### src/rtl/cpu_pkg.sv
`default_nettype none

package cpu_pkg;

  //////////////////////////////////////////////////
  // widths fixed by the instruction encoding

  localparam int WORD_W     = 8;
  localparam int NIB_W      = 4;
  localparam int PROG_DEPTH = 16;

  typedef logic [WORD_W-1:0] word_t;
  typedef logic [NIB_W-1:0]  nib_t;

  //////////////////////////////////////////////////
  // instruction set, upper nibble of each word
  // codes 1100 to 1111 are left unassigned

  typedef enum logic [NIB_W-1:0] {
    NOP    = 4'b0000,
    LDA_LO = 4'b0001,
    LDA_HI = 4'b0010,
    LDB_LO = 4'b0011,
    LDB_HI = 4'b0100,
    LDC_LO = 4'b0101,
    LDC_HI = 4'b0110,
    ADD    = 4'b0111,
    SUB    = 4'b1000,
    MUL    = 4'b1001,
    OUT    = 4'b1010,
    IN     = 4'b1011
  } opcode_e;

  typedef enum logic [1:0] {
    REG_A    = 2'd0,
    REG_B    = 2'd1,
    REG_C    = 2'd2,
    REG_NONE = 2'd3
  } reg_sel_e;

  typedef enum logic [1:0] {
    ALU_ADD = 2'd0,
    ALU_SUB = 2'd1,
    ALU_MUL = 2'd2
  } alu_op_e;

  //////////////////////////////////////////////////
  // host pins and decoded execute controls

  typedef struct packed {
    logic run;
    logic write;
    nib_t addr;
  } host_ctrl_t;

  // target is the register written by a load or IN, or read by OUT
  typedef struct packed {
    reg_sel_e target;
    logic     ld_lo;
    logic     ld_hi;
    nib_t     imm;
    logic     alu_en;
    alu_op_e  alu_op;
    logic     in_en;
    logic     out_en;
  } exec_t;

endpackage

`default_nettype wire
### src/rtl/cpu_top.sv
`timescale 1ns/100ps
`default_nettype none

module cpu_top
  import cpu_pkg::*;
(
  input  word_t ui_in,
  output word_t uo_out,
  input  word_t uio_in,
  output word_t uio_out,
  output word_t uio_oe,
  input  logic  clk,
  input  logic  arst_n
);

  word_t instr;
  logic  instr_valid;
  exec_t exec;
  word_t reg_a;
  word_t reg_b;
  word_t alu_result;

  // bidirectional pins are never driven, control arrives on uio_in
  assign uio_out = '0;
  assign uio_oe  = '0;

  //////////////////////////////////////////////////
  // fetch, decode, execute

  fetch_unit i_fetch (
    .clk         (clk),
    .arst_n      (arst_n),
    .uio_in      (uio_in),
    .ui_in       (ui_in),
    .instr       (instr),
    .instr_valid (instr_valid)
  );

  instr_decoder i_decoder (
    .instr       (instr),
    .instr_valid (instr_valid),
    .exec        (exec)
  );

  alu i_alu (
    .a      (reg_a),
    .b      (reg_b),
    .op     (exec.alu_op),
    .result (alu_result)
  );

  reg_datapath i_datapath (
    .clk        (clk),
    .arst_n     (arst_n),
    .exec       (exec),
    .ui_in      (ui_in),
    .alu_result (alu_result),
    .reg_a      (reg_a),
    .reg_b      (reg_b),
    .uo_out     (uo_out)
  );

endmodule

`default_nettype wire

### src/rtl/reg_datapath.sv
`timescale 1ns/100ps
`default_nettype none

module reg_datapath
  import cpu_pkg::*;
(
  input  logic  clk,
  input  logic  arst_n,
  input  exec_t exec,
  input  word_t ui_in,
  input  word_t alu_result,
  output word_t reg_a,
  output word_t reg_b,
  output word_t uo_out
);

  word_t reg_c;
  word_t a_next;
  word_t b_next;
  word_t c_next;
  word_t out_sel;

  //////////////////////////////////////////////////
  // next value of one register for the current exec

  function automatic word_t next_val(
    input word_t    cur,
    input reg_sel_e self,
    input exec_t    ex,
    input word_t    din,
    input word_t    alu_in
  );
    word_t nxt;
    nxt = cur;
    if (ex.target == self) begin
      // a nibble load leaves the other half alone
      if (ex.ld_lo) begin
        nxt[NIB_W-1:0] = ex.imm;
      end
      if (ex.ld_hi) begin
        nxt[WORD_W-1:NIB_W] = ex.imm;
      end
      if (ex.in_en) begin
        nxt = din;
      end
    end
    // ALU results always land in C
    if (ex.alu_en && (self == REG_C)) begin
      nxt = alu_in;
    end
    return nxt;
  endfunction

  always_comb begin
    a_next = next_val(reg_a, REG_A, exec, ui_in, alu_result);
    b_next = next_val(reg_b, REG_B, exec, ui_in, alu_result);
    c_next = next_val(reg_c, REG_C, exec, ui_in, alu_result);
  end

  // OUT source, taken from values before the edge
  always_comb begin
    case (exec.target)
      REG_A:   out_sel = reg_a;
      REG_B:   out_sel = reg_b;
      REG_C:   out_sel = reg_c;
      default: out_sel = '0;
    endcase
  end

  //////////////////////////////////////////////////
  // register file and output register

  always_ff @(posedge clk or negedge arst_n) begin
    if (!arst_n) begin
      reg_a <= '0;
      reg_b <= '0;
      reg_c <= '0;
    end else begin
      reg_a <= a_next;
      reg_b <= b_next;
      reg_c <= c_next;
    end
  end

  // uo_out holds its value between OUT instructions
  always_ff @(posedge clk or negedge arst_n) begin
    if (!arst_n) begin
      uo_out <= '0;
    end else if (exec.out_en) begin
      uo_out <= out_sel;
    end
  end

endmodule

`default_nettype wire

### src/rtl/instr_decoder.sv
`timescale 1ns/100ps
`default_nettype none

module instr_decoder
  import cpu_pkg::*;
(
  input  word_t instr,
  input  logic  instr_valid,
  output exec_t exec
);

  opcode_e  opcode;
  nib_t     imm;
  reg_sel_e io_sel;

  assign opcode = opcode_e'(instr[WORD_W-1:NIB_W]);
  assign imm    = instr[NIB_W-1:0];

  // register select for IN and OUT, anything past C is invalid
  always_comb begin
    case (imm)
      4'd0:    io_sel = REG_A;
      4'd1:    io_sel = REG_B;
      4'd2:    io_sel = REG_C;
      default: io_sel = REG_NONE;
    endcase
  end

  always_comb begin
    exec        = '0;
    exec.target = REG_NONE;
    if (instr_valid) begin
      case (opcode)
        LDA_LO: begin exec.target = REG_A; exec.ld_lo = 1'b1; end
        LDA_HI: begin exec.target = REG_A; exec.ld_hi = 1'b1; end
        LDB_LO: begin exec.target = REG_B; exec.ld_lo = 1'b1; end
        LDB_HI: begin exec.target = REG_B; exec.ld_hi = 1'b1; end
        LDC_LO: begin exec.target = REG_C; exec.ld_lo = 1'b1; end
        LDC_HI: begin exec.target = REG_C; exec.ld_hi = 1'b1; end
        ADD:    begin exec.target = REG_C; exec.alu_en = 1'b1; exec.alu_op = ALU_ADD; end
        SUB:    begin exec.target = REG_C; exec.alu_en = 1'b1; exec.alu_op = ALU_SUB; end
        MUL:    begin exec.target = REG_C; exec.alu_en = 1'b1; exec.alu_op = ALU_MUL; end
        IN: begin
          exec.target = io_sel;
          exec.in_en  = (io_sel != REG_NONE);
        end
        OUT: begin
          exec.target = io_sel;
          exec.out_en = (io_sel != REG_NONE);
        end
        // NOP and the unassigned codes stay idle
        default: ;
      endcase
      // immediate only matters to the nibble loads
      if (exec.ld_lo || exec.ld_hi) begin
        exec.imm = imm;
      end
    end
  end

endmodule

`default_nettype wire

### src/rtl/fetch_unit.sv
`timescale 1ns/100ps
`default_nettype none

module fetch_unit
  import cpu_pkg::*;
(
  input  logic  clk,
  input  logic  arst_n,
  input  word_t uio_in,
  input  word_t ui_in,
  output word_t instr,
  output logic  instr_valid
);

  host_ctrl_t host;
  logic       wr_en;
  nib_t       pc;
  word_t      mem [PROG_DEPTH];

  //////////////////////////////////////////////////
  // host pin decode

  // bit 7 is the run level, bits 5:4 = 01 strobe a write to bits 3:0
  always_comb begin
    host.run   = uio_in[7];
    host.write = (uio_in[5:4] == 2'b01);
    host.addr  = uio_in[3:0];
  end

  // program can only be changed while the CPU is stopped
  assign wr_en = host.write && !host.run;

  //////////////////////////////////////////////////
  // program memory

  always_ff @(posedge clk or negedge arst_n) begin
    if (!arst_n) begin
      for (int i = 0; i < PROG_DEPTH; i++) begin
        mem[i] <= '0;
      end
    end else if (wr_en) begin
      mem[host.addr] <= ui_in;
    end
  end

  //////////////////////////////////////////////////
  // program counter

  // 4-bit counter wraps from 15 back to 0 on its own
  always_ff @(posedge clk or negedge arst_n) begin
    if (!arst_n) begin
      pc <= '0;
    end else if (host.run) begin
      pc <= pc + 1'b1;
    end
  end

  // combinational read at the current pc
  assign instr       = mem[pc];
  assign instr_valid = host.run;

endmodule

`default_nettype wire

### src/rtl/alu.sv
`timescale 1ns/100ps
`default_nettype none

module alu
  import cpu_pkg::*;
(
  input  word_t   a,
  input  word_t   b,
  input  alu_op_e op,
  output word_t   result
);

  word_t sum;
  word_t diff;
  word_t prod;

  //////////////////////////////////////////////////
  // all results wrap modulo 256

  assign sum  = a + b;
  assign diff = a - b;
  // only the low byte of the product is kept
  assign prod = a * b;

  always_comb begin
    case (op)
      ALU_ADD: result = sum;
      ALU_SUB: result = diff;
      ALU_MUL: result = prod;
      default: result = '0;
    endcase
  end

endmodule

`default_nettype wire

### config.mk
export PLATFORM = sky130hd
export DESIGN_NAME = cpu_top
export DESIGN_NICKNAME = d
export VERILOG_FILES = /design/src/rtl/cpu_pkg.sv /design/src/rtl/cpu_top.sv /design/src/rtl/reg_datapath.sv /design/src/rtl/instr_decoder.sv /design/src/rtl/fetch_unit.sv /design/src/rtl/alu.sv
export SDC_FILE = /design/constraint.sdc
export NUM_CORES = 1
export LEC_CHECK = 0
export ABC_AREA = 1
export BUFFER_PORTS_ARGS = -buffer_cell sky130_fd_sc_hd__buf_2
export CELL_PAD_IN_SITES_DETAIL_PLACEMENT = 1
export CELL_PAD_IN_SITES_GLOBAL_PLACEMENT = 2
export CORE_ASPECT_RATIO = 0.6
export CORE_MARGIN = 2
export CORE_UTILIZATION = 38
export CTS_BUF_LIST = sky130_fd_sc_hd__clkbuf_4
export DETAILED_ROUTE_END_ITERATION = 16
export GPL_TIMING_DRIVEN = 0
export PLACE_DENSITY_LB_ADDON = 0.1
export SYNTH_ARGS = -nofsm -noshare
export SYNTH_HDL_FRONTEND = slang
export SYNTH_SLANG_ARGS = --single-unit
### constraint.sdc
create_clock -name clk -period 4.55 [get_ports clk]
set_input_delay 0.455 -clock clk [delete_from_list [all_inputs] [get_ports clk]]
set_output_delay 0.455 -clock clk [all_outputs]
set_load 0.05 [all_outputs]
==> flow_summary_export.csv <==
group,metric,value,unit
drt,wl_per_cell,19.8,um
worst_setup_path,critPathSlowestCell,"fa_1",
worst_setup_path,cp_top_family,"adder cells",
cells_and_area,nets,1439,
worst_setup_path,cp.required,5070,ps
drt,antenna_left,0,
power,vdd_drop_max,220,uV
drt,first_pass_iters,4,
synth,synth_area_per_cell,7.38,sq um
power,power,0.00689,W
grt,grt_max_degree,85,
timing,hold_viol_final,0,
drt,remaining_drc_errors,0,
grt,gr-usage-met3,5.66,%
min_path,hold_class,"in2reg",
die,die_area,27100,sq um
power,switchingPower,0.00357,W
outcome,outcome,"finished clean",
worst_setup_path,critical_path.max_stage_delay,490,ps
cells_and_area,area_delta_synth_final,8.73,%
drt,num_vias,8893,
worst_setup_path,startpoint,"i_datapath.reg_a[1]",
synth,netlist_instances,1326,
clocking,cts_tree,"done",
clocking,cts_made_buffers,17,
timing,timing.hold.ws,247,ps
cells_and_area,final_cells,1724,
timing,tightest_slew,724,ps
worst_setup_path,path_common_cell,"nand2_1",
timing,setup_violations,0,
drt,wirelength,34.1,mm
power,cellLeakagePower,5.57,nW
timing,slew_viol_final,0,
grt,grt_pass1_vias,8692,
placement,io_buffers,23,
power,p_clk_share,11.5,%
clocking,clk_pin_slew,150,ps
synth,yosysWarnings,0,
clocking,clock-sinks,164,
die,die_w,211,um
power,powerDensity,648,nW/um^2
power,p_sw_share,51.9,%
run,drv_cap,0,
die,rows,45,
timing,fin_worst_skew,32.8,ps
synth,seq_area_frac_synth,42.0,%
timing,rsz0062_at_grt,"no",
timing,fin_crit_sh,95.6,%
power,p_int,0.00331,W
clocking,cts_max_path_buffers,2,
timing,tns,0,ps
worst_setup_path,crit_path_end_kind,"flop",
drt,drt_iter0_drc,803,
timing,fmax,230,MHz
worst_setup_path,critical_path_class,"reg2reg",
grt,grt_busiest_layer,"met1",
worst_setup_path,crit_path_start_kind,"flop",
placement,place_inst,1694,
clocking,clkLatencyLatePin,630,ps
power,seq_power_share,28.2,%
power,power_frac_comb,60.3,%
worst_setup_path,cp_num_buf_inv,5,
timing,maxSlewHeadroom,51.8,%
die,pin_count,42,
die,die_h,128,um
synth,synth_area,9780,sq um
clocking,clock-root-buffer,"clkbuf_4",
cells_and_area,layout-drive-gt1-share,9.12,%
timing,layout_min_cycle_time,4350,ps
die,initial_core_util,38.7,%
worst_setup_path,critical_path.reg2reg.startpoint,"i_datapath.reg_a[1]",
placement,dp_hpwl,25.9,mm
clocking,htree_levels,4,
die,core,25300,sq um
grt,grt_pass1_wl,53.0,mm
placement,gp_congestion,0.848,
grt,grt_usage,26.5,%
drt,vias_per_cell,5.16,
min_path,worstHoldStart,"ui_in[1]",
grt,use_met1,45.0,%
worst_setup_path,critPathMaxFanout,10,
synth,synth_seq_cells,164,
grt,grt_util_met2,32.9,%
grt,grt_overflow,0,
worst_setup_path,worstPathCellList,"buf_2, nand2_1, inv_1, fa_1, inv_1, fa_1, inv_1, fa_1, fa_1, ha_1, a21oi_1, nand2_1, xnor3_1, inv_1, nand2_1, a31oi_1, nand2_1, nand2_1, nand2_1",
worst_setup_path,crit_arrival,4870,ps
grt,antenna_found_initial,1,
synth,ys_types,38,
[synth_stat cells, drive strengths merged]
| cell | count | area share [%] |
|---|---|---|
| o31ai | 1 | 0.077 |
| a31oi | 1 | 0.064 |
| or2 | 3 | 0.19 |
| nand3b | 1 | 0.077 |
| conb | 1 | 0.038 |
| nand2 | 466 | 18 |
| dfrtp | 164 | 42 |
| a21oi | 7 | 0.40 |
| a21boi | 1 | 0.077 |
| xnor3 | 1 | 0.23 |
| o211ai | 11 | 0.84 |
| or3 | 1 | 0.064 |
| o21ai | 174 | 8.9 |
| xor2 | 11 | 0.99 |
| inv | 143 | 5.5 |
| nor3 | 1 | 0.051 |
| fa | 13 | 2.7 |
| nand3 | 115 | 6.0 |
| ha | 26 | 3.3 |
| nand4 | 6 | 0.38 |
| clkbuf | 39 | 1.5 |
| nor2 | 82 | 3.8 |
| xnor2 | 15 | 1.3 |
| clkinv | 1 | 0.038 |
| buf | 42 | 3.2 |
[kinds of logic after synthesis]
| group | after synthesis | share of synthesized area [%] |
|---|---|---|
| simple gates | 675 | 28.8 |
| buf+inv | 225 | 10.3 |
| compound gates | 195 | 10.4 |
| flops | 164 | 42.0 |
| fa+ha+maj | 39 | 5.99 |
| xor+xnor | 27 | 2.56 |
| other cells | 1 | 0.0383 |
[metal layers]
| layer | share of wire, % | routed length, um |
|---|---|---|
| met3 | 6.7 | 2300 |
| met5 | 0 | 0 |
| met4 | 0.66 | 224 |
| met2 | 36 | 12300 |
| met1 | 57 | 19300 |
[worst register-to-register path, delay by kind of cell (launching register included)]
kind                       cells  cell delay [ps]
adders and majority gates      5             2090
buffers and inverters          5              550
and+or+nand+nor                6              550
DFF                            1              430
xor gates and xnor gates       1              360
AOI/OAI and AO/OA              2              310
[final timing paths]
| kind | to | slack [ps] | cells past startpoint |
|---|---|---|---|
| setup / recovery | i_datapath.reg_c[7] | 200 | 19 |
| hold / removal | i_fetch.mem[97] | 250 | 3 |
| setup reg to reg | i_datapath.reg_c[7] | 200 | 19 |
| hold reg to reg | i_datapath.uo_out[5] | 490 | 2 |
| max in group asynchronous | i_datapath.reg_b[4] | 3240 | 3 |
| min in group asynchronous | i_fetch.mem[63] | 400 | 2 |
[through the flow]
stage	worst slack (ps)	utilization, %	area, sq um
2_1_floorplan	712	-	9840
3_3_place_gp	17.1	41.0	10400
3_5_place_dp	-8.31	41.1	10400
4_1_cts	68.5	42.0	10600
5_1_grt	4.71	42.0	10600
6_report	200	42.1	10600
[power by group through the flow]
stage	clock, W	combinational (W)	sequential, W
floorplan	0	0.00292	0.00191
global placement	0	0.00406	0.00192
CTS	0.000822	0.00412	0.00191
detailed placement	0	0.00413	0.00192
global route	0.000869	0.00461	0.00197
finish	0.000791	0.00415	0.00194
[area by class of cell]
class | instances | area (sq um)
Buffer | 78 | 454
Sequential cell | 164 | 4110
Clock buffer | 19 | 143
Tap cell | 329 | 412
Antenna cell | 2 | 5.00
Multi-Input combinational cell | 952 | 4730
Clock inverter | 11 | 70.1
Timing Repair Buffer | 25 | 163
Fill cell | 3251 | 14600
Inverter | 144 | 549
[cell usage in the layout, fill, tap and decap left out, types with 4 or more instances in the layout]
cell and instances:
xor2_1 11, nand4_1 6, fa_1 13, xnor2_1 15, nand2_2 11, clkbuf_4 20
a21oi_1 6, nand2_1 455, nor2_4 5, clkbuf_1 33, conb_1 16, clkinv_1 9
nand3_1 111, nor2_1 72, o21ai_1 18, buf_6 6, dfrtp_1 163, inv_1 137
o21ai_0 155, buf_2 33, buf_4 26, inv_2 4, nand3_2 4, o211ai_1 11
nor2_2 4, ha_1 26
[sequential cells by signal (all words and copies together), names as in the netlist]
name	count
i_datapath.reg_a	8
i_datapath.reg_b	8
i_datapath.reg_c	8
i_datapath.uo_out	8
i_fetch.mem	128
i_fetch.pc	4
[timing repair]
action | CTS | global route
resized for setup | 1 | 11
hold buffers | 1 | 0
setup buffers | 0 | 0
hold endpoints to repair | 80 | 0
endpoints found under the setup margin | 1 | 3
Power figures use the tool's default switching activity.
